File: config.mk
export PLATFORM = sky130hd
export DESIGN_NAME = rx_parser_flat
export DESIGN_NICKNAME = d
export VERILOG_FILES = /design/src/source/mac_pkg.sv /design/src/source/mac_if.sv /design/src/source/crc32.sv /design/src/source/byte_counter.sv /design/src/source/rx_parser.sv /design/src/flat_wrapper.sv
export SDC_FILE = /design/constraint.sdc
export NUM_CORES = 1
export LEC_CHECK = 0
export ABC_AREA = 1
export BUFFER_PORTS_ARGS = -buffer_cell sky130_fd_sc_hd__buf_2
export CAP_MARGIN = 20
export CORE_MARGIN = 3
export CORE_UTILIZATION = 45
export CTS_BUF_LIST = sky130_fd_sc_hd__clkbuf_2 sky130_fd_sc_hd__clkbuf_4 sky130_fd_sc_hd__clkbuf_8
export DETAILED_ROUTE_END_ITERATION = 8
export GPL_TIMING_DRIVEN = 1
export PLACE_DENSITY_LB_ADDON = 0.25
export SETUP_SLACK_MARGIN = 0.5
export SLEW_MARGIN = 20
export SYNTH_ARGS = -nofsm -noshare
export SYNTH_HDL_FRONTEND = slang
export SYNTH_SLANG_ARGS = --single-unit
export TNS_END_PERCENT = 10
File: constraint.sdc
create_clock -name clk -period 15.7 [get_ports clk]
set_clock_uncertainty 0.2 [all_clocks]
set_input_delay 3.925 -clock clk [delete_from_list [all_inputs] [get_ports clk]]
set_output_delay 3.925 -clock clk [all_outputs]
set_load 0.03 [all_outputs]
File: src/source/mac_pkg.sv
`default_nettype none

package mac_pkg;

	localparam int PREAMBLE_LEN = 7;
	localparam logic [7:0] PREAMBLE_BYTE = 8'h55;
	localparam logic [7:0] SFD_BYTE = 8'hD5;
	localparam int ADDR_LEN = 6;
	localparam int TYPE_LEN = 2;
	localparam int HDR_LEN = 14;
	localparam int MIN_PAYLOAD = 46;
	localparam int FCS_LEN = 4;
	localparam int IFG_LEN = 12;
	localparam int FIFO_DEPTH = 2048;
	localparam int FIFO_AW = $clog2(FIFO_DEPTH);
	localparam int CNT_W = 11;
	// reflected form of 0x04C11DB7
	localparam logic [31:0] CRC_POLY = 32'hEDB88320;
	localparam logic [31:0] CRC_RESIDUE = 32'hC704DD7B;
	localparam logic [47:0] BROADCAST = 48'hFFFF_FFFF_FFFF;

	typedef logic [CNT_W-1:0] cnt_t;

	typedef struct packed {
		logic [47:0] dst;
		logic [47:0] src;
		logic [15:0] ethertype;
	} mac_hdr_t;

	typedef struct packed {
		logic [47:0] sta_addr;
		logic [47:0] tx_dst;
		logic [15:0] tx_type;
	} mac_cfg_t;

	typedef enum logic [3:0] {
		FLD_IDLE,
		FLD_PRE,
		FLD_SFD,
		FLD_DST,
		FLD_SRC,
		FLD_TYPE,
		FLD_PAY,
		FLD_PAD,
		FLD_FCS
	} tx_field_t;

	// APB byte offsets
	localparam logic [7:0] REG_STA_LO = 8'h00;
	localparam logic [7:0] REG_STA_HI = 8'h04;
	localparam logic [7:0] REG_DST_LO = 8'h08;
	localparam logic [7:0] REG_DST_HI = 8'h0C;
	localparam logic [7:0] REG_TYPE = 8'h10;
	localparam logic [7:0] REG_CTRL = 8'h14;
	localparam logic [7:0] REG_STATUS = 8'h18;
	localparam logic [7:0] REG_RX_SRC_LO = 8'h1C;
	localparam logic [7:0] REG_RX_SRC_HI = 8'h20;
	localparam logic [7:0] REG_RX_TYPE = 8'h24;
	localparam logic [7:0] REG_RX_GOOD = 8'h28;
	localparam logic [7:0] REG_RX_BAD = 8'h2C;

endpackage

`default_nettype wire

File: src/source/mac_if.sv
`timescale 1ns/1ps
`default_nettype none


// receive header and frame status
interface rx_stat_if;
	mac_pkg::mac_hdr_t hdr;
	logic              hdr_valid;
	logic              good;
	logic              bad;

	modport source (output hdr, hdr_valid, good, bad);
	modport sink   (input hdr, hdr_valid, good, bad);
endinterface

`default_nettype wire

File: src/source/crc32.sv
`timescale 1ns/1ps
`default_nettype none

module crc32 (
	input  logic        clk,
	input  logic        fsm_rst,
	input  logic        clear,
	input  logic [7:0]  d,
	input  logic        v,
	output logic [31:0] crc,
	output logic        ok
);

	logic [31:0] crc_nxt;
	logic [31:0] crc_rev;

	// one byte, lsb first
	always_comb begin
		crc_nxt = crc;
		for (int i = 0; i < 8; i++) begin
			if (crc_nxt[0] ^ d[i]) begin
				crc_nxt = (crc_nxt >> 1) ^ mac_pkg::CRC_POLY;
			end else begin
				crc_nxt = crc_nxt >> 1;
			end
		end
	end

	always_ff @(posedge clk) begin
		if (fsm_rst || clear) begin
			crc <= '1;
		end else if (v) begin
			crc <= crc_nxt;
		end
	end

	// residue constant is in normal bit order
	assign crc_rev = {<<{crc}};
	assign ok = (crc_rev == mac_pkg::CRC_RESIDUE);

endmodule

`default_nettype wire

File: src/source/byte_counter.sv
`timescale 1ns/1ps
`default_nettype none

module byte_counter #(
	parameter int WIDTH = mac_pkg::CNT_W
) (
	input  logic             clk,
	input  logic             fsm_rst,
	input  logic             clear,
	input  logic             en,
	output logic [WIDTH-1:0] count
);

	// clear wins over en
	always_ff @(posedge clk) begin
		if (fsm_rst) begin
			count <= '0;
		end else if (clear) begin
			count <= '0;
		end else if (en) begin
			count <= count + 1'b1;
		end
	end

endmodule

`default_nettype wire

File: src/source/rx_parser.sv
`timescale 1ns/1ps
`default_nettype none

module rx_parser (
	input  logic              clk,
	input  logic              fsm_rst,
	input  mac_pkg::mac_cfg_t cfg,
	input  logic [7:0]        phy_rx_d,
	input  logic              phy_rx_v,
	output logic [7:0]        rx_d,
	output logic              rx_v,
	output logic              rx_sof,
	output logic              rx_eof,
	output logic              rx_err,
	rx_stat_if.source         stat
);

	logic pre_seen;
	logic in_frame;
	logic accept;
	logic sfd_hit;
	logic rx_byte;
	logic crc_ok;
	logic emit;
	logic first_pay;
	mac_pkg::cnt_t cnt;
	// four entries hold back the FCS, the fifth is the byte about to leave
	logic [4:0][7:0] dly;
	logic [111:0] hdr_sr;

	assign sfd_hit = !in_frame && pre_seen && phy_rx_v && (phy_rx_d == mac_pkg::SFD_BYTE);
	assign rx_byte = in_frame && phy_rx_v;
	assign first_pay = (cnt == mac_pkg::cnt_t'(mac_pkg::HDR_LEN + mac_pkg::FCS_LEN + 1));
	assign emit = in_frame && accept &&
		(cnt >= mac_pkg::cnt_t'(mac_pkg::HDR_LEN + mac_pkg::FCS_LEN + 1));
	assign stat.hdr = mac_pkg::mac_hdr_t'(hdr_sr);

	byte_counter rx_cnt (
		.clk     (clk),
		.fsm_rst (fsm_rst),
		.clear   (!in_frame),
		.en      (rx_byte),
		.count   (cnt)
	);

	crc32 rx_crc (
		.clk     (clk),
		.fsm_rst (fsm_rst),
		.clear   (!in_frame),
		.d       (phy_rx_d),
		.v       (rx_byte),
		.crc     (),
		.ok      (crc_ok)
	);

	always_ff @(posedge clk) begin
		if (fsm_rst) begin
			pre_seen <= 1'b0;
			in_frame <= 1'b0;
			accept <= 1'b0;
			rx_v <= 1'b0;
			rx_sof <= 1'b0;
			rx_eof <= 1'b0;
			rx_err <= 1'b0;
			stat.hdr_valid <= 1'b0;
			stat.good <= 1'b0;
			stat.bad <= 1'b0;
		end else begin
			pre_seen <= phy_rx_v && (phy_rx_d == mac_pkg::PREAMBLE_BYTE);
			if (sfd_hit) begin
				in_frame <= 1'b1;
			end else if (!phy_rx_v) begin
				in_frame <= 1'b0;
			end
			// destination is complete after six bytes
			if (sfd_hit) begin
				accept <= 1'b0;
			end else if (rx_byte && cnt == mac_pkg::cnt_t'(mac_pkg::ADDR_LEN)) begin
				accept <= (hdr_sr[47:0] == cfg.sta_addr) || (hdr_sr[47:0] == mac_pkg::BROADCAST);
			end
			stat.hdr_valid <= rx_byte && accept &&
				(cnt == mac_pkg::cnt_t'(mac_pkg::HDR_LEN - 1));
			// end of frame is seen when phy_rx_v drops
			rx_v <= emit;
			rx_sof <= emit && phy_rx_v && first_pay;
			rx_eof <= emit && !phy_rx_v;
			rx_err <= emit && !phy_rx_v && !crc_ok;
			stat.good <= emit && !phy_rx_v && crc_ok;
			stat.bad <= emit && !phy_rx_v && !crc_ok;
		end
	end

	always_ff @(posedge clk) begin
		if (phy_rx_v) dly <= {dly[3:0], phy_rx_d};
		if (rx_byte && cnt < mac_pkg::cnt_t'(mac_pkg::HDR_LEN)) begin
			hdr_sr <= {hdr_sr[103:0], phy_rx_d};
		end
		if (emit) rx_d <= dly[4];
	end

endmodule

`default_nettype wire

File: src/flat_wrapper.sv
// flat-port wrapper written by rule: the top's interface ports become plain ports
module rx_parser_flat 
  (clk, fsm_rst, cfg, phy_rx_d, phy_rx_v, rx_d, rx_v, rx_sof, rx_eof, rx_err, stat_hdr, stat_hdr_valid, stat_good, stat_bad);
  rx_stat_if stat_i ();
  input  logic clk;
  input  logic fsm_rst;
  input  mac_pkg::mac_cfg_t cfg;
  input  logic [7:0] phy_rx_d;
  input  logic phy_rx_v;
  output logic [7:0] rx_d;
  output logic rx_v;
  output logic rx_sof;
  output logic rx_eof;
  output logic rx_err;
  output wire logic [$bits(stat_i.hdr)-1:0] stat_hdr;
  output wire logic [$bits(stat_i.hdr_valid)-1:0] stat_hdr_valid;
  output wire logic [$bits(stat_i.good)-1:0] stat_good;
  output wire logic [$bits(stat_i.bad)-1:0] stat_bad;
  assign stat_hdr = stat_i.hdr;
  assign stat_hdr_valid = stat_i.hdr_valid;
  assign stat_good = stat_i.good;
  assign stat_bad = stat_i.bad;
  rx_parser u_core (.clk(clk), .fsm_rst(fsm_rst), .cfg(cfg), .phy_rx_d(phy_rx_d), .phy_rx_v(phy_rx_v), .rx_d(rx_d), .rx_v(rx_v), .rx_sof(rx_sof), .rx_eof(rx_eof), .rx_err(rx_err), .stat(stat_i));
endmodule
; Word-level counts from Yosys, hierarchy flattened
; Index checks and enable logic that the tools add are counted.
[word_totals]
register_bits = 212
out_inout_bits = 127
[classes]
add_sub_neg = 1
n_lt_le_gt_ge = 2
eq_ne = 9
muxes = 10
bitwise = 17
n_reduce_logical = 23
[ops]
columns = cell, count
row1 = $mux 32, 8
row2 = $not 13->14, 8
row3 = $eq 48x48->1, 1
row4 = $eq 48x48->1 const B, 1
row5 = $eq 32x32->1 const B, 1
row6 = $logic_and 1x1->1, 16
row7 = $add 11x1->11 const B, 1
row8 = $eq 11x3->1 const B, 1
row9 = $eq 11x4->1 const B, 1
row10 = $eq 11x5->1 const B, 1
row11 = $ge 11x5->1 const B, 1
row12 = $lt 11x4->1 const B, 1
row13 = $eq 8x7->1 const B, 1
row14 = $eq 8x8->1 const B, 1
row15 = $xor 1x1->1, 8
row16 = $reduce_or 2->1, 2
row17 = $logic_not 1->1, 3
row18 = $logic_or 1x1->1, 2
row19 = $mux 1, 2
row20 = $ne 2x1->1 const B, 1
row21 = $not 1->1, 1

; Logic depth before layout (Yosys ltp)
[logic_depth]
ltp_word = 16
ltp_mapped = 12

; By module
; Synthesis repeated with hierarchy kept, for this count alone.
[unflattened]
cells_unflattened = 869
area_unflattened_um2 = 9125.0
[by_module_without_submodules]
columns = mod, instances, cells_per_inst, area_each_um2, seq_area_each_um2
row1 = rx_parser, 1, 392, 6129.6, 4984.8
row2 = crc32, 1, 404, 2463.6, 640.6
row3 = byte_counter, 1, 73, 531.8, 220.2

; Least setup slack after synthesis
; OpenSTA, ideal clock, no wires.
[synth_path]
kind = input port to flip-flop
from = input port phy_rx_v
to = register u_core.hdr_sr[0], in the netlist u_core.stat.hdr[0], enable pin
arrival_ps = 8969
t_required_ps = 14916
slack_ps = 5947
cell_stages = 5
cell_sequence = nand2_2 -> inv_1 -> buf_4 -> o21ai_0 -> nor2_1
[synth_via]
elab_chain_cells = 2
[synth_lines]
columns = element, line
row1 = start: declaration, flat_wrapper.sv:9  ; input logic phy_rx_v;
row2 = $logic_and 1x1->1, rx_parser.sv:32  ; assign rx_byte = in_frame && phy_rx_v;
row3 = $logic_and 1x1->1, rx_parser.sv:95  ; if (rx_byte && cnt < mac_pkg::cnt_t'(mac_pkg::HDR_LEN)) begin
row4 = end signal: assignment, rx_parser.sv:96  ; hdr_sr <= {hdr_sr[103:0], phy_rx_d};
row5 = end: declaration, rx_parser.sv:29  ; logic [111:0] hdr_sr;
; Every way passes these cells.
; A chain may end at the register's enable or synchronous reset.

; Worst setup path after layout
[layout_path]
from = input port phy_rx_v
to = register u_core.hdr_sr[109], in the netlist u_core.stat.hdr[109], enable pin
; Same word-level chain as after synthesis.

==> results.md <==
* Status: finished, final reports clean
* Clock Path Buffers at 3
* Starting density of the core at between 40% and 50%
* Initial DRC count at ~460
* Distinct cells, synth at 35
* Placeable Area at 19650 um^2
* Hold depth at 0
* Final Critical Period at 7520 ps
* Tot GR Track Use at a little under a fifth
* Clk sinks at around 210
* Share of layout cells above drive strength 1 at 25.31%
* Worst setup SP type: primary input
* Row count at 51
* Max Transition Viols Final at 0
* Synth async-reset ratio at 0%
* Total power at 0.001126 W
* Worst Max-Slew Pin Slew at 905.8 ps
* Worst VDD drop at 0.00004769 V
* Max incr delay on CP at 720 ps
* Area share of the largest cell type after synthesis at a little over half
* Largest cells by area after synthesis: edfxtp_1 (53%), dfxtp_1 (11%), nand2_1 (10%)
* Syn Area/Cell at 10.31 um^2
* Hold path endpoint: u_core.dly[8]$_DFFE_PP_
* Worst Path Arrival at about 7500 ps
* CTS clk-pin slew, worst paths at around 60 ps
* Routed vias/inst at 4.823
* Overflow after GRT at 0
* Synthesis-to-layout area growth at 21.05%
* RSZ-0062 raised after global routing: false
* Crit-path slowest cell: buf_4
* Top cell type by total area after synthesis: edfxtp_1
* IO Count at 250
* Synth Area in Simple Gates at a little under a fifth
* Die extent in y at about 150 um
* Largest family of logic cells by synthesized area: simple AND/OR/NAND/NOR gates
* Die X at ~150 um
* Yosys reg bits at 212
* Synth Instances at 883
* Post-cts sizing count at 0
* Synth Area in Adders at less than 1%
* Leakage at 4.766 nW
* Maxcap violations at 0
* Warnings, synthesis at 0
* GP Congestion at 0.8962
* Final hold vios at 0
* Critical path data required time at ~16000 ps
* Worst Path Buf+Inv at 5
* Worst R2R Start: u_core.in_frame$_SDFFE_PP0P_
* CP Class: in -> reg
* Cts bufs inserted at 37
* Compound-gate portion of the synthesized area at 4.918%
* Hold Startpoint: u_core.dly[0]$_DFFE_PP_
* Vias in the first global route at 6114
* Setup Buffers After CTS at 0
* CTS tree: yes
* Syn nets at 1009
* FMAX at 133.0 MHz
* Seq/Total Area, Yosys at 64.18%
* RR Endpoint: u_core.stat.hdr[109]$_DFFE_PP_
* DP Cell Count at ~1300
* Crit-path leading delay family: buffers and inverters
* Mapped Area at 9107 um^2
* Hold_buf cts at 0
* Detailed Route WL at 21.10 mm
* Initial antenna violation count at 3
* Post-synth EDFFs at 160
* Critical path peak fanout at 62
* Routed Antenna Nets at 0
* Top FF cell, synth: edfxtp_1
* CTS Root Cell: clkbuf_8
* Mux contribution to synthesized area at 0%
* Worst R2R Setup Slack at 12000 ps
* Worst Reg2Reg Path Length in Cells at 6
* Final period util at 47.90%
* Synth Area in XOR/XNOR at 5.454%
* Worst min path class: reg -> reg
* Drt wl/cell at roughly 15 um
* Final std cells w/o fill at 1393
* Final setup violation count at 0
* Pre-Repair DR Iteration Count at 7
* DR vias at roughly 6700
* Nets at around 1200
* Relative slew slack at 39.24%
* Die area at 21980 um^2
* Crit end category: register
* Clk_lat worst skew at 530 ps
* Final HPWL DP at 14.93 mm
* Hold_ws at 203.9 ps
* DRC at 0
* Most Frequent Cell on Critical Path: buf_4
* Worst path cell trace: buf_2 -> buf_4 -> nand2_2 -> inv_1 -> o21ai_0 -> nor2_4 -> buf_4 -> buf_4
* First-pass GRT wire length at approximately 33 mm
* Port-buffer cells at 185
* H-tree Lvls at 2
* Setup TNS at 0 ps
* Pin count of the biggest net entering global routing at 63
* Pwr per Cell Area at 102.1 nW/um^2
worst max path at each step:
stage | from | end | slack [ps] | depth (start not counted)
floorplan | phy_rx_v | u_core.stat.hdr[0]$_DFFE_PP_ | 5950 | 5
global placement | phy_rx_v | u_core.stat.hdr[106]$_DFFE_PP_ | 7640 | 8
detailed placement | phy_rx_v | u_core.stat.hdr[106]$_DFFE_PP_ | 7600 | 8
CTS | phy_rx_v | u_core.stat.hdr[50]$_DFFE_PP_ | 8130 | 8
global route | phy_rx_v | u_core.stat.hdr[109]$_DFFE_PP_ | 7840 | 8
finish | phy_rx_v | u_core.stat.hdr[109]$_DFFE_PP_ | 8180 | 8
synthesized netlist by cell type, types with 12 or more instances:
| cell type | count |
|---|---|
| a21oi_1 | 40 |
| dfxtp_1 | 52 |
| edfxtp_1 | 160 |
| inv_1 | 120 |
| nand2_1 | 246 |
| nand2_2 | 15 |
| nand3_1 | 41 |
| nand4_1 | 17 |
| nor2_1 | 47 |
| o211ai_1 | 12 |
| o21ai_0 | 19 |
| xnor2_1 | 31 |
| xor2_1 | 17 |
where the power goes:
group	leakage (nW)	switching (W)	internal (W)
Clock	0.357	0.000224	0.000241
Sequential	1.89	0.00000142	0.000605
Combinational	2.52	0.0000347	0.0000194
Total	4.77	0.000260	0.000866
final cells by class:
type                       count  area (um^2)
sequential                   212         5846
clock buffer                  44        561.8
antenna                        2        5.005
timing repair buffer         189        955.9
fill                        1788         8630
inverter                     129        485.5
clock inverter                22        116.4
multi-input combinational    530         2723
tap                          265        331.6
placed cells by master (no fill, tap or decap), types with 2 or more instances in the layout:
master | Yosys | routed
o211ai_1 | 12 | 12
nor2_4 | 1 | 2
buf_4 | 2 | 4
diode_2 | 0 | 2
o21ai_1 | 5 | 5
nor2_2 | 2 | 2
xor2_2 | 2 | 2
inv_1 | 120 | 120
a21oi_1 | 40 | 40
nand3_1 | 41 | 41
dfxtp_1 | 52 | 52
nand2_4 | 10 | 10
xnor2_1 | 31 | 31
nor3_1 | 8 | 8
nand2_2 | 15 | 15
buf_2 | 1 | 185
clkbuf_4 | 0 | 7
nor4_1 | 6 | 6
edfxtp_1 | 160 | 160
nand4_1 | 17 | 17
xor2_1 | 17 | 17
o21ai_0 | 19 | 19
clkbuf_8 | 0 | 37
nor2_1 | 47 | 46
inv_6 | 0 | 2
ha_1 | 3 | 3
clkinv_2 | 1 | 7
o221ai_1 | 2 | 2
clkinv_1 | 1 | 13
inv_2 | 7 | 7
nand2_1 | 246 | 246
state kept, by name (all words and copies together), names as in the netlist:
signal                 flops
u_core.stat.hdr_valid      1
u_core.stat.bad            1
u_core.rx_d                8
u_core.rx_v                1
u_core.rx_eof              1
u_core.dly                40
u_core.accept              1
u_core.stat.hdr          112
u_core.rx_cnt.count       11
u_core.rx_crc.crc         32
u_core.in_frame            1
u_core.stat.good           1
u_core.rx_sof              1
u_core.pre_seen            1
layer usage:
metal | up-vias | wire [um] | GRT usage (%)
met5 | - | 0 | 0
met3 | 44 | 1530 | 4.083
met4 | 0 | 557 | 7.067
met1 | 3089 | 9234 | 25.57
met2 | 241 | 9773 | 29.92
li1 | 3344 | - | -
stage by stage:
stage | area, um^2 | setup WS [ps] | util [%]
after floorplan | 9107 | 5947 | -
after global placement | 10340 | 7642 | 52.62
after detailed placement | 10340 | 7597 | 52.62
after CTS | 11020 | 8126 | 56.07
after global routing | 11020 | 7842 | 56.09
final | 11020 | 8180 | 56.09
cell families after synthesis:
group                    Yosys count
AO/OA/AOI/OAI                     80
AND/OR/NAND/NOR                  395
flip-flops                       212
XOR/XNOR                          52
adder cells (fa/ha/maj)            3
buffers and inverters            141
Note: power is estimated with default switching activity, not from simulation.
