`src/source/mac_pkg.sv`:
```
`default_nettype none

package mac_pkg;

	localparam int PREAMBLE_LEN = 7;
	localparam logic [7:0] PREAMBLE_BYTE = 8'h55;
	localparam logic [7:0] SFD_BYTE = 8'hD5;
	localparam int ADDR_LEN = 6;
	localparam int TYPE_LEN = 2;
	localparam int HDR_LEN = 14;
	localparam int MIN_PAYLOAD = 46;
	localparam int FCS_LEN = 4;
	localparam int IFG_LEN = 12;
	localparam int FIFO_DEPTH = 2048;
	localparam int FIFO_AW = $clog2(FIFO_DEPTH);
	localparam int CNT_W = 11;
	// reflected form of 0x04C11DB7
	localparam logic [31:0] CRC_POLY = 32'hEDB88320;
	localparam logic [31:0] CRC_RESIDUE = 32'hC704DD7B;
	localparam logic [47:0] BROADCAST = 48'hFFFF_FFFF_FFFF;

	typedef logic [CNT_W-1:0] cnt_t;

	typedef struct packed {
		logic [47:0] dst;
		logic [47:0] src;
		logic [15:0] ethertype;
	} mac_hdr_t;

	typedef struct packed {
		logic [47:0] sta_addr;
		logic [47:0] tx_dst;
		logic [15:0] tx_type;
	} mac_cfg_t;

	typedef enum logic [3:0] {
		FLD_IDLE,
		FLD_PRE,
		FLD_SFD,
		FLD_DST,
		FLD_SRC,
		FLD_TYPE,
		FLD_PAY,
		FLD_PAD,
		FLD_FCS
	} tx_field_t;

	// APB byte offsets
	localparam logic [7:0] REG_STA_LO = 8'h00;
	localparam logic [7:0] REG_STA_HI = 8'h04;
	localparam logic [7:0] REG_DST_LO = 8'h08;
	localparam logic [7:0] REG_DST_HI = 8'h0C;
	localparam logic [7:0] REG_TYPE = 8'h10;
	localparam logic [7:0] REG_CTRL = 8'h14;
	localparam logic [7:0] REG_STATUS = 8'h18;
	localparam logic [7:0] REG_RX_SRC_LO = 8'h1C;
	localparam logic [7:0] REG_RX_SRC_HI = 8'h20;
	localparam logic [7:0] REG_RX_TYPE = 8'h24;
	localparam logic [7:0] REG_RX_GOOD = 8'h28;
	localparam logic [7:0] REG_RX_BAD = 8'h2C;

endpackage

`default_nettype wire

```
`src/source/mac_if.sv`:
```
`timescale 1ns/1ps
`default_nettype none

// per-byte steering from tx_fsm to the transmit datapath
interface tx_ctrl_if;
	mac_pkg::tx_field_t field;
	mac_pkg::cnt_t      byte_idx;
	logic               crc_en;
	logic               crc_clear;
	logic               fifo_rd;
	logic               phy_v;

	modport fsm (output field, byte_idx, crc_en, crc_clear, fifo_rd, phy_v);
	modport dp  (input field, byte_idx, crc_en, crc_clear, fifo_rd, phy_v);
endinterface


`default_nettype wire

```
`src/source/tx_fsm.sv`:
```
`timescale 1ns/1ps
`default_nettype none

module tx_fsm (
	input  logic          clk,
	input  logic          fsm_rst,
	input  logic          start,
	output logic          busy,
	input  logic          fifo_empty,
	input  mac_pkg::cnt_t count,
	output logic          cnt_clear,
	output logic          cnt_en,
	tx_ctrl_if.fsm        ctrl
);

	typedef enum logic [3:0] {
		S_IDLE, S_PRE, S_SFD, S_DST, S_SRC, S_TYPE, S_PAY, S_PAD, S_FCS, S_GAP
	} state_t;

	state_t state;
	state_t state_nxt;
	logic   last_type;

	assign last_type = (count == mac_pkg::cnt_t'(mac_pkg::TYPE_LEN - 1));

	always_comb begin
		state_nxt = state;
		case (state)
			S_IDLE: if (start) state_nxt = S_PRE;
			S_PRE: if (count == mac_pkg::cnt_t'(mac_pkg::PREAMBLE_LEN - 1)) state_nxt = S_SFD;
			S_SFD: state_nxt = S_DST;
			S_DST: if (count == mac_pkg::cnt_t'(mac_pkg::ADDR_LEN - 1)) state_nxt = S_SRC;
			S_SRC: if (count == mac_pkg::cnt_t'(mac_pkg::ADDR_LEN - 1)) state_nxt = S_TYPE;
			S_TYPE: if (last_type) state_nxt = fifo_empty ? S_PAD : S_PAY;
			S_PAY: begin
				// empty here means the byte on fifo_d is the last one
				if (fifo_empty) begin
					if (count < mac_pkg::cnt_t'(mac_pkg::MIN_PAYLOAD - 1)) begin
						state_nxt = S_PAD;
					end else begin
						state_nxt = S_FCS;
					end
				end
			end
			S_PAD: if (count == mac_pkg::cnt_t'(mac_pkg::MIN_PAYLOAD - 1)) state_nxt = S_FCS;
			S_FCS: if (count == mac_pkg::cnt_t'(mac_pkg::FCS_LEN - 1)) state_nxt = S_GAP;
			S_GAP: if (count == mac_pkg::cnt_t'(mac_pkg::IFG_LEN)) state_nxt = S_IDLE;
			default: state_nxt = S_IDLE;
		endcase
	end

	always_ff @(posedge clk) begin
		if (fsm_rst) begin
			state <= S_IDLE;
		end else begin
			state <= state_nxt;
		end
	end

	// pad keeps counting on from the payload length
	assign cnt_clear = (state == S_IDLE) ||
		((state_nxt != state) && !(state == S_PAY && state_nxt == S_PAD));
	assign cnt_en = (state != S_IDLE);
	assign busy = (state != S_IDLE);

	always_comb begin
		case (state)
			S_PRE: ctrl.field = mac_pkg::FLD_PRE;
			S_SFD: ctrl.field = mac_pkg::FLD_SFD;
			S_DST: ctrl.field = mac_pkg::FLD_DST;
			S_SRC: ctrl.field = mac_pkg::FLD_SRC;
			S_TYPE: ctrl.field = mac_pkg::FLD_TYPE;
			S_PAY: ctrl.field = mac_pkg::FLD_PAY;
			S_PAD: ctrl.field = mac_pkg::FLD_PAD;
			S_FCS: ctrl.field = mac_pkg::FLD_FCS;
			default: ctrl.field = mac_pkg::FLD_IDLE;
		endcase
	end

	assign ctrl.byte_idx = count;
	assign ctrl.crc_clear = (state == S_SFD);
	assign ctrl.crc_en = (state inside {S_DST, S_SRC, S_TYPE, S_PAY, S_PAD});
	// read one cycle ahead of the payload byte
	assign ctrl.fifo_rd = ((state == S_TYPE && last_type) || state == S_PAY) && !fifo_empty;
	assign ctrl.phy_v = (state inside {S_PRE, S_SFD, S_DST, S_SRC, S_TYPE, S_PAY, S_PAD, S_FCS});

endmodule

`default_nettype wire

```
`src/flat_wrapper.sv`:
```
// flat-port wrapper written by rule: the top's interface ports become plain ports
module tx_fsm_flat 
  (clk, fsm_rst, start, busy, fifo_empty, count, cnt_clear, cnt_en, ctrl_field, ctrl_byte_idx, ctrl_crc_en, ctrl_crc_clear, ctrl_fifo_rd, ctrl_phy_v);
  tx_ctrl_if ctrl_i ();
  input  logic clk;
  input  logic fsm_rst;
  input  logic start;
  output logic busy;
  input  logic fifo_empty;
  input  mac_pkg::cnt_t count;
  output logic cnt_clear;
  output logic cnt_en;
  output wire logic [$bits(ctrl_i.field)-1:0] ctrl_field;
  output wire logic [$bits(ctrl_i.byte_idx)-1:0] ctrl_byte_idx;
  output wire logic [$bits(ctrl_i.crc_en)-1:0] ctrl_crc_en;
  output wire logic [$bits(ctrl_i.crc_clear)-1:0] ctrl_crc_clear;
  output wire logic [$bits(ctrl_i.fifo_rd)-1:0] ctrl_fifo_rd;
  output wire logic [$bits(ctrl_i.phy_v)-1:0] ctrl_phy_v;
  assign ctrl_field = ctrl_i.field;
  assign ctrl_byte_idx = ctrl_i.byte_idx;
  assign ctrl_crc_en = ctrl_i.crc_en;
  assign ctrl_crc_clear = ctrl_i.crc_clear;
  assign ctrl_fifo_rd = ctrl_i.fifo_rd;
  assign ctrl_phy_v = ctrl_i.phy_v;
  tx_fsm u_core (.clk(clk), .fsm_rst(fsm_rst), .start(start), .busy(busy), .fifo_empty(fifo_empty), .count(count), .cnt_clear(cnt_clear), .cnt_en(cnt_en), .ctrl(ctrl_i));
endmodule
```
`config.mk`:
```
export PLATFORM = sky130hd
export DESIGN_NAME = tx_fsm_flat
export DESIGN_NICKNAME = d
export VERILOG_FILES = /design/src/source/mac_pkg.sv /design/src/source/mac_if.sv /design/src/source/tx_fsm.sv /design/src/flat_wrapper.sv
export SDC_FILE = /design/constraint.sdc
export NUM_CORES = 1
export LEC_CHECK = 0
export BUFFER_PORTS_ARGS = -buffer_cell sky130_fd_sc_hd__buf_2
export CAP_MARGIN = 20
export CELL_PAD_IN_SITES_DETAIL_PLACEMENT = 1
export CELL_PAD_IN_SITES_GLOBAL_PLACEMENT = 1
export CORE_ASPECT_RATIO = 1.1
export CORE_MARGIN = 2
export CORE_UTILIZATION = 34
export DETAILED_ROUTE_END_ITERATION = 16
export PLACE_DENSITY = 0.86
export SLEW_MARGIN = 10
export SYNTH_ARGS = -nofsm -noshare
export SYNTH_HDL_FRONTEND = slang
export SYNTH_SLANG_ARGS = --single-unit
```
`constraint.sdc`:
```
create_clock -name clk -period 4.67 [get_ports clk]
set_input_delay 0.7005 -clock clk [delete_from_list [all_inputs] [get_ports clk]]
set_output_delay 0.7005 -clock clk [all_outputs]
set_load 0.03 [all_outputs]
```
## Word level (Yosys, flattened, before mapping)

Memory sizes are Yosys's and may differ from the RTL's. A register that Yosys moved wholly into a read port is not among the register bits.
Cells that the tools add are included.

- Reductions and logical operators: 12
- Mux-type cells: 13
- $lt $le $gt $ge: 1
- Equality and inequality tests: 17

Operator list:

| operator | count |
|---|---|
| 4-bit two-way mux | 11 |
| 4-bit one-hot mux with 10 select lines | 1 |
| 11-bit by 3-bit == test with 1-bit output, second input constant | 2 |
| 4-bit by 3-bit == test with 1-bit output, second input constant | 5 |
| 11-bit by 1-bit == test with 1-bit output, second input constant | 1 |
| 11-bit by 2-bit == test with 1-bit output, second input constant | 1 |
| 11-bit by 4-bit == test with 1-bit output, second input constant | 1 |
| 11-bit by 6-bit == test with 1-bit output, second input constant | 1 |
| 11-bit by 6-bit less-than comparator with 1-bit output, second input constant | 1 |
| 4-bit by 2-bit == test with 1-bit output, second input constant | 2 |
| 4-bit == test, second input constant | 2 |
| 8-bit nonzero test | 1 |
| 5-bit nonzero test | 1 |
| 4-bit by 1-bit == test with 1-bit output, second input constant | 1 |
| 1-bit logical AND | 4 |
| 4-bit logical NOT | 1 |
| 4-bit inequality test | 1 |
| 4-bit nonzero test | 1 |
| 1-bit logical NOT | 2 |
| 1-bit logical OR | 2 |
| 1-bit two-way mux | 1 |

- ROM bits: 64
- Memories kept: 1
- Output and inout bits: 22
- Bits of input ports: 15
- Flip-flop bits (word level): 4

Memories:

| name | words | width | rd ports | clocked after Yosys merged registers in | wr ports | line | source |
|---|---|---|---|---|---|---|---|
| (name not given) | 16 | 4 | 1 | 1 | 0 | tx_fsm.sv:67 | `case (state)` |

## Logic depth before layout (Yosys ltp)

Gate-level depths: netlist (run 1).

- Word-level depth: 9
- Mapped depth: 7
- Depth with buffers taken out: 6

## Least setup slack after synthesis (run 1)

Ideal clock, no wire load.

- Path type: input-to-output
- Start point: input port count[4]
- End point: output port cnt_clear
- Setup slack: 0.759 ns
- Stages on the path: 6
- Arrival time: 3.211 ns
- Buffers on the path: 0
- Path through: or4_1 -> or4_4 -> mux2i_1 -> nor3_2 -> and3_4 -> o311ai_0

- Cells in the longest elaborated chain, start to end: 9

Ends and longest elaborated chain:

| element | line | source |
|---|---|---|
| start, declared | flat_wrapper.sv:10 | `input mac_pkg::cnt_t count;` |
| 11-bit by 6-bit less-than comparator with 1-bit output | tx_fsm.sv:38 | `if (count < mac_pkg::cnt_t'(mac_pkg::MIN_PAYLOAD - 1)) begin` |
| 4-bit two-way mux | tx_fsm.sv:38 |  |
| 4-bit two-way mux | tx_fsm.sv:37 | `if (fifo_empty) begin` |
| 4-bit one-hot mux with 10 select lines * | tx_fsm.sv:28 | `case (state)` |
| 4-bit by 3-bit == test with 1-bit output | tx_fsm.sv:62 | `((state_nxt != state) && !(state == S_PAY && state_nxt == S_PAD));` |
| 1-bit logical AND | tx_fsm.sv:62 |  |
| 1-bit logical NOT | tx_fsm.sv:62 |  |
| 1-bit logical AND * | tx_fsm.sv:62 |  |
| 1-bit logical OR * | tx_fsm.sv:61 | `assign cnt_clear = (state == S_IDLE) \|\|` |
| end, declared | flat_wrapper.sv:11 | `output logic cnt_clear;` |

Every way passes the cells marked *; elsewhere a longest branch is shown, timed or not.

## Worst setup path after layout (run 1)

Ends and elaborated chain as after synthesis.

==> results_dict.tcl, run 1 <==
set metrics [dict create \
    dieWidth_um 49.80 \
    final_common_cell "buf_2" \
    post-dp-hpwl_um 1719 \
    layout_min_cycle_time_ps 3542 \
    leakagePower_nw 0.3891 \
    syn-num-nets 118 \
    dr_total_vias 861 \
    synthCells 103 \
    gp_congestion 0.8111 \
    status "finished, final reports clean" \
    clock_latency_ps 250 \
    cts.reportedPaths.clkPinSlew_ps 50 \
    worst_pin_slew_ps 503.0 \
    min_path_type "reg -> reg" \
    port-buffer-count 36 \
    cts_made_buffers 3 \
    grt_overflow_total 0 \
    worstSetupEndpointType "output port" \
    vias_per_cell 5.555 \
    core_area_sq_um 2207 \
    cp.required_ps 3970 \
    die_h_um 54.38 \
    peakVddDrop_v 0.0001267 \
    cts_tree "done" \
    yosys-mux-area-fraction_pct 3.987 \
    cts_root_buf "clkbuf_4" \
    timing.hold.ws_ps 684.3 \
    maxSlewViolCount 0 \
    cts_sinks 8 \
    criticalPathCategory "in -> out" \
    synth-async-reset-ratio_pct 0 \
    nets 142 \
    routedWlPerCell_um 13.88 \
    endpoint "cnt_clear" \
    synthAdderAreaFrac_pct 0 \
    yosys.area_share.simple_pct 39.55 \
    synth_xor_area_share_pct 1.116 \
    antenna_found_initial 0 \
    synth_area_sq_um 784.5 \
    worstSetupStartpointType "input port" \
    slew_headroom_pct 66.42 \
    grtUsageTotal_pct 16.99 \
    dr.first_iter.drc_count 5 \
    grt_max_degree 17 \
    setup_viol 0 \
    postCtsSetupBuffers 0 \
    timing.critical_path.from "count[4]" \
    worstReg2RegStart "u_core.state[0]" \
    die_area_sq_um 2708 \
    hold_buffers 0 \
    clockBufferDepth 2 \
    ff2ff_path_depth 5 \
    rsz0062_at_grt "no" \
    ys.flop_type "dfxtp_1" \
    reg2reg_to "u_core.ctrl.field[3]" \
    final_cell_mix "36 x buf_2, 9 x nor2_1, 8 x dfxtp_1" \
    finalSetupTns_ps 0 \
    ios 37 \
    antenna_cells 0 \
    syn-mean-instance-area_sq_um 7.617 \
    finClkSkew_ps 2.507 \
    num_rows 18 \
    fmax_mhz 282.3 \
    drtPass1Iterations 4 \
    yosysSeqAreaShare_pct 20.41 \
    synth_warnings 0 \
    maxCapViolCount 0 \
    grt_pass1_wl_um 3519 \
    crit_fanout 5 \
    ant_nets 0 \
    drt-total-wl_um 2151 \
    initial_utilization_pct 35.54 \
    period_share_pct 75.85 \
    rrSetupSlack_ps 2750 \
    yosys_register_bits 8 \
    hold_viol 0 \
    synth_cell_types 43 \
    grt_pass1_vias 797 \
    synth_top_family_by_area "simple AND/OR/NAND/NOR gates" \
    drive_gt1_share_pct 36.80 \
    drc 0 \
    cts_max_level 1 \
    cts_resized 0 \
    synth-edff-count 0 \
    syn2layout_area_growth_pct 16.75 \
    synth_compound_area_share_pct 19.62 \
    final_core_util_pct 41.50 \
    arrival_ps 2840 \
    cellPowerDensity_nw_per_um2 196.8 \
]
==> per-stage QoR <==
stage / instances / power [W] / area [sq um] / setup slack [ps]
3_3_place_gp: 152 / 0.0001299 / 893.4 / 1183
6_report: 155 / 0.0001803 / 915.9 / 1128
5_1_grt: 155 / 0.0001894 / 915.9 / 920.2
3_5_place_dp: 152 / 0.0001315 / 893.4 / 1133
4_1_cts: 155 / 0.0001849 / 915.9 / 1113
2_1_floorplan: 103 / 0.0001170 / 784.5 / 758.9
==> synth_stat cells (3+ instances only) <==
master	instances	area, sq um
buf_4	12	90.09
clkbuf_1	4	15.01
dfxtp_1	8	160.2
inv_1	3	11.26
nand2_1	3	11.26
nand2b_1	6	37.54
nand4_1	3	18.77
nor2_1	9	33.78
nor3_1	7	35.03
nor3b_1	3	22.52
nor4_1	3	18.77
o21ai_0	4	20.02
==> how the worst min path moves through the flow <==
stage / start / end / slack [ps] / cells past startpoint
final: u_core.state[3] / u_core.state[2] / 680 / 1
after detailed placement: u_core.state[3] / u_core.state[2] / 680 / 1
after global placement: u_core.state[3] / u_core.state[2] / 660 / 1
after floorplan: u_core.state[1] / u_core.ctrl.field[1] / 680 / 4
after CTS: u_core.state[3] / u_core.state[2] / 690 / 1
after global routing: fsm_rst / u_core.ctrl.field[3] / 740 / 2
==> sequential cells by signal, indices dropped and copies added, names as in the netlist <==
register and flops:
u_core.ctrl.field 4, u_core.state 4
==> power by group <==
group          total [W]  switching, W  internal (W)
registers      0.0000730    0.00000315     0.0000699
logic          0.0000569     0.0000374     0.0000195
clock network  0.0000503     0.0000211     0.0000292
==> area by class of cell <==
class	count	area, sq um
Inverter	3	11.26
Timing Repair Buffer	36	180.2
Sequential cell	8	160.2
Tap cell	30	37.54
Clock buffer	3	22.52
Multi-Input combinational cell	75	504.2
Fill cell	309	1291
==> cells by family (layout without fill, tap and decap cells) <==
kind of cell / count (synthesis) / in the layout
DFF: 8 / 8
AOI/OAI and AO/OA: 21 / 21
and+or+nand+nor: 50 / 50
muxes: 3 / 3
xor gates and xnor gates: 1 / 1
buffers and inverters: 20 / 42
==> layer usage <==
metal  up-vias  global-route usage [%]  part of all wire (%)
met2        33                   29.11                    47
met4         0                   13.43                   1.2
li1        423                       -                     -
met5         -                       0                     0
met3         4                   3.005                   7.3
met1       401                   19.05                    44
==> worst max-delay path: stages <==
cell and delay, ps:
buf_2 120, or4_1 510, or4_4 450, o311a_1 320, nor3_2 160, and3_4 230
o311ai_0 120, buf_2 220
Power figures use the tool's default switching activity.
==> run 2: changes to the inputs <==
Settings changed: ABC_AREA set to 1, CORE_UTILIZATION 34 to 28, PLACE_DENSITY 0.86 to 0.76.
Clock period 4.67 ns to 2.9 ns, I/O delays scaled along.
==> run 2 against run 1 <==
  * Synthesized area is 19% higher
  * Clock skew about the same
  * Critical path type is now reg -> out
  * Largest power group unchanged
  * Final cell count is 41% higher
  * Largest cell class unchanged
  * Routed wire length is 4.6% higher
  * Critical endpoint unchanged
==> results_dict.tcl, run 2 <==
set metrics [dict create \
    cts_tree "done" \
    dr_total_vias 974 \
    clock_latency_ps 240 \
    synth_cell_types 22 \
    finalSetupTns_ps 0 \
    slew_headroom_pct 79.15 \
    cp.required_ps 2470 \
    grt_pass1_vias 963 \
    die_h_um 64.52 \
    port-buffer-count 36 \
    grtUsageTotal_pct 13.35 \
    cts_resized 0 \
    core_area_sq_um 3100 \
    maxCapViolCount 0 \
    crit_top_cell "nand2_1" \
    setup_viol 0 \
    criticalPathCategory "reg -> out" \
    syn-num-nets 172 \
    ios 37 \
    fillerInstances 459 \
    post-dp-hpwl_um 1969 \
    postCtsSetupBuffers 0 \
    synthCells 157 \
    cp_cell_sequence "inv_2 -> nand3_2 -> nor2_1 -> nand2_1 -> nor2_1 -> nor2_2 -> nand3_2 -> nor2_2 -> nor2_1 -> nor2_2 -> nand2_1 -> nand2_1 -> nand2_1 -> buf_2" \
    drc 0 \
    synth_warnings 0 \
    initial_utilization_pct 30.06 \
    gp_congestion 0.8550 \
    crit_slowest_cell "dfxtp_1" \
    finClkSkew_ps 2.655 \
    min_path_type "in -> reg" \
    status "finished, final reports clean" \
    cellPowerDensity_nw_per_um2 273.4 \
    synth_common_cells "36 x nand2_1, 19 x nor2_1, 18 x inv_1, 15 x nand3_1, 12 x buf_4" \
    rsz0062_at_grt "no" \
    hold_viol 0 \
    peakVddDrop_v 0.0002439 \
    drive_gt1_share_pct 41.85 \
    arrival_ps 1970 \
    syn2layout_area_growth_pct 16.64 \
    maxSlewViolCount 0 \
    hold_buffers 0 \
    synth-async-reset-ratio_pct 0 \
    dieWidth_um 59.02 \
    drtPass1Iterations 4 \
    antenna_found_initial 0 \
    yosysMostFrequentCell "nand2_1" \
    synth_area_leaders "dfxtp_1 17%, nand2_1 14%, buf_4 9.7%, nand3_1 8.1%, nor2_1 7.7%" \
    grt_overflow_total 0 \
    leakagePower_nw 0.6295 \
    synth_top_area_share_pct 17.18 \
    vias_per_cell 4.468 \
    cts.reportedPaths.clkPinSlew_ps 50 \
    routedWlPerCell_um 10.33 \
    grt_pass1_wl_um 4140 \
    fmax_mhz 416.4 \
    grt_max_degree 10 \
    yosys_register_bits 8 \
    layout_min_cycle_time_ps 2401 \
    cts_max_level 1 \
    worst_pin_slew_ps 311.0 \
    syn-mean-instance-area_sq_um 5.937 \
    yosysSeqAreaShare_pct 17.18 \
    yosysTopAreaCell "dfxtp_1" \
    synth_area_sq_um 932.1 \
    cts_sinks 8 \
    antenna_cells 0 \
    die_area_sq_um 3807 \
    cts_made_buffers 3 \
    num_rows 21 \
    worstSetupStartpointType "flop" \
    drt-total-wl_um 2251 \
    synth-edff-count 0 \
    ant_nets 0 \
    cts_root_buf "clkbuf_4" \
    nets 201 \
    ys.flop_type "dfxtp_1" \
    clockBufferDepth 2 \
    final_core_util_pct 35.07 \
    period_share_pct 82.81 \
    worstSetupEndpointType "output port" \
    dr.first_iter.drc_count 22 \
    crit_fanout 6 \
    critPathMaxStageDelay_ps 360 \
    final_cell_mix "36 x nand2_1, 36 x buf_2, 19 x nor2_1" \
]
[run 2: cell types whose count changed in the layout (fill, tap and decap cells not counted), sizes merged, moves of 3 or more]
| cell | before | now |
|---|---|---|
| o21ai | 4 | 1 |
| nand3 | 2 | 17 |
| nand4 | 3 | 0 |
| a21oi | 1 | 7 |
| nor3b | 4 | 0 |
| or4 | 3 | 0 |
| nor2 | 9 | 31 |
| nor4 | 3 | 0 |
| nand2 | 3 | 46 |
| inv | 3 | 25 |
| nand2b | 6 | 0 |
[run 2: final cells by class]
| type | instances | area, sq um | area share, % |
|---|---|---|---|
| clock buffers | 3 | 22.52 | 2.071 |
| inverters | 26 | 98.84 | 9.091 |
| multi-input cells | 111 | 583.1 | 53.62 |
| flip-flops and latches | 8 | 160.2 | 14.73 |
| well taps | 34 | 42.54 | 3.913 |
| repair buffers | 36 | 180.2 | 16.57 |
[run 2: routing by layer]
metal  global-route usage (%)  vias up  wire length, um
li1                         -      523                -
met1                    19.20      436             1089
met2                    21.25       15             1081
met3                    2.196        0               79
met4                    1.705        0                0
met5                        0        -                0
[run 2: critical path: cells and delay by family, from the launching register on]
kind | cells | cell delay [ps]
and+or+nand+nor | 12 | 970
DFF | 1 | 360
buffers and inverters | 2 | 370
[run 2: final timing paths]
path / cells after the start / to / slack, ps / from
worst max-delay path: 14 / cnt_clear / 500 / u_core.state[0]
worst min-delay path: 2 / u_core.state[1] / 450 / fsm_rst
worst max register to register: 12 / u_core.ctrl.field[3] / 1330 / u_core.state[0]
worst min register to register: 3 / u_core.state[1] / 820 / u_core.state[0]
[run 2: kinds of logic (layout without fill, tap and decap cells)]
group           Yosys count  count (layout)  synth area share (%)
simple gates            103             103                 57.85
buf+inv                  38              65                 20.27
flops                     8               8                 17.18
compound gates            8               8                 4.698
[run 2: power breakdown]
group,leakage [nW],internal (W),switching (W)
registers,0.0650,0.000113,0.00000238
logic,0.551,0.0000307,0.0000723
clock network,0.0138,0.0000470,0.0000323
total,0.630,0.000190,0.000107
[run 2: through the flow]
| stage | hold WS [ps] | power [W] | cell area [sq um] | setup slack (ps) | cells |
|---|---|---|---|---|---|
| after floorplan | 504.1 | 0.0001973 | 932.1 | 838.4 | 157 |
| after global placement | 693.4 | 0.0002202 | 1065 | 575.2 | 215 |
| after detailed placement | 698.5 | 0.0002214 | 1065 | 544.3 | 215 |
| after CTS | 445.5 | 0.0003033 | 1087 | 483.4 | 218 |
| after global routing | 453.0 | 0.0003212 | 1087 | 242.3 | 218 |
| final | 452.0 | 0.0002972 | 1087 | 498.5 | 218 |
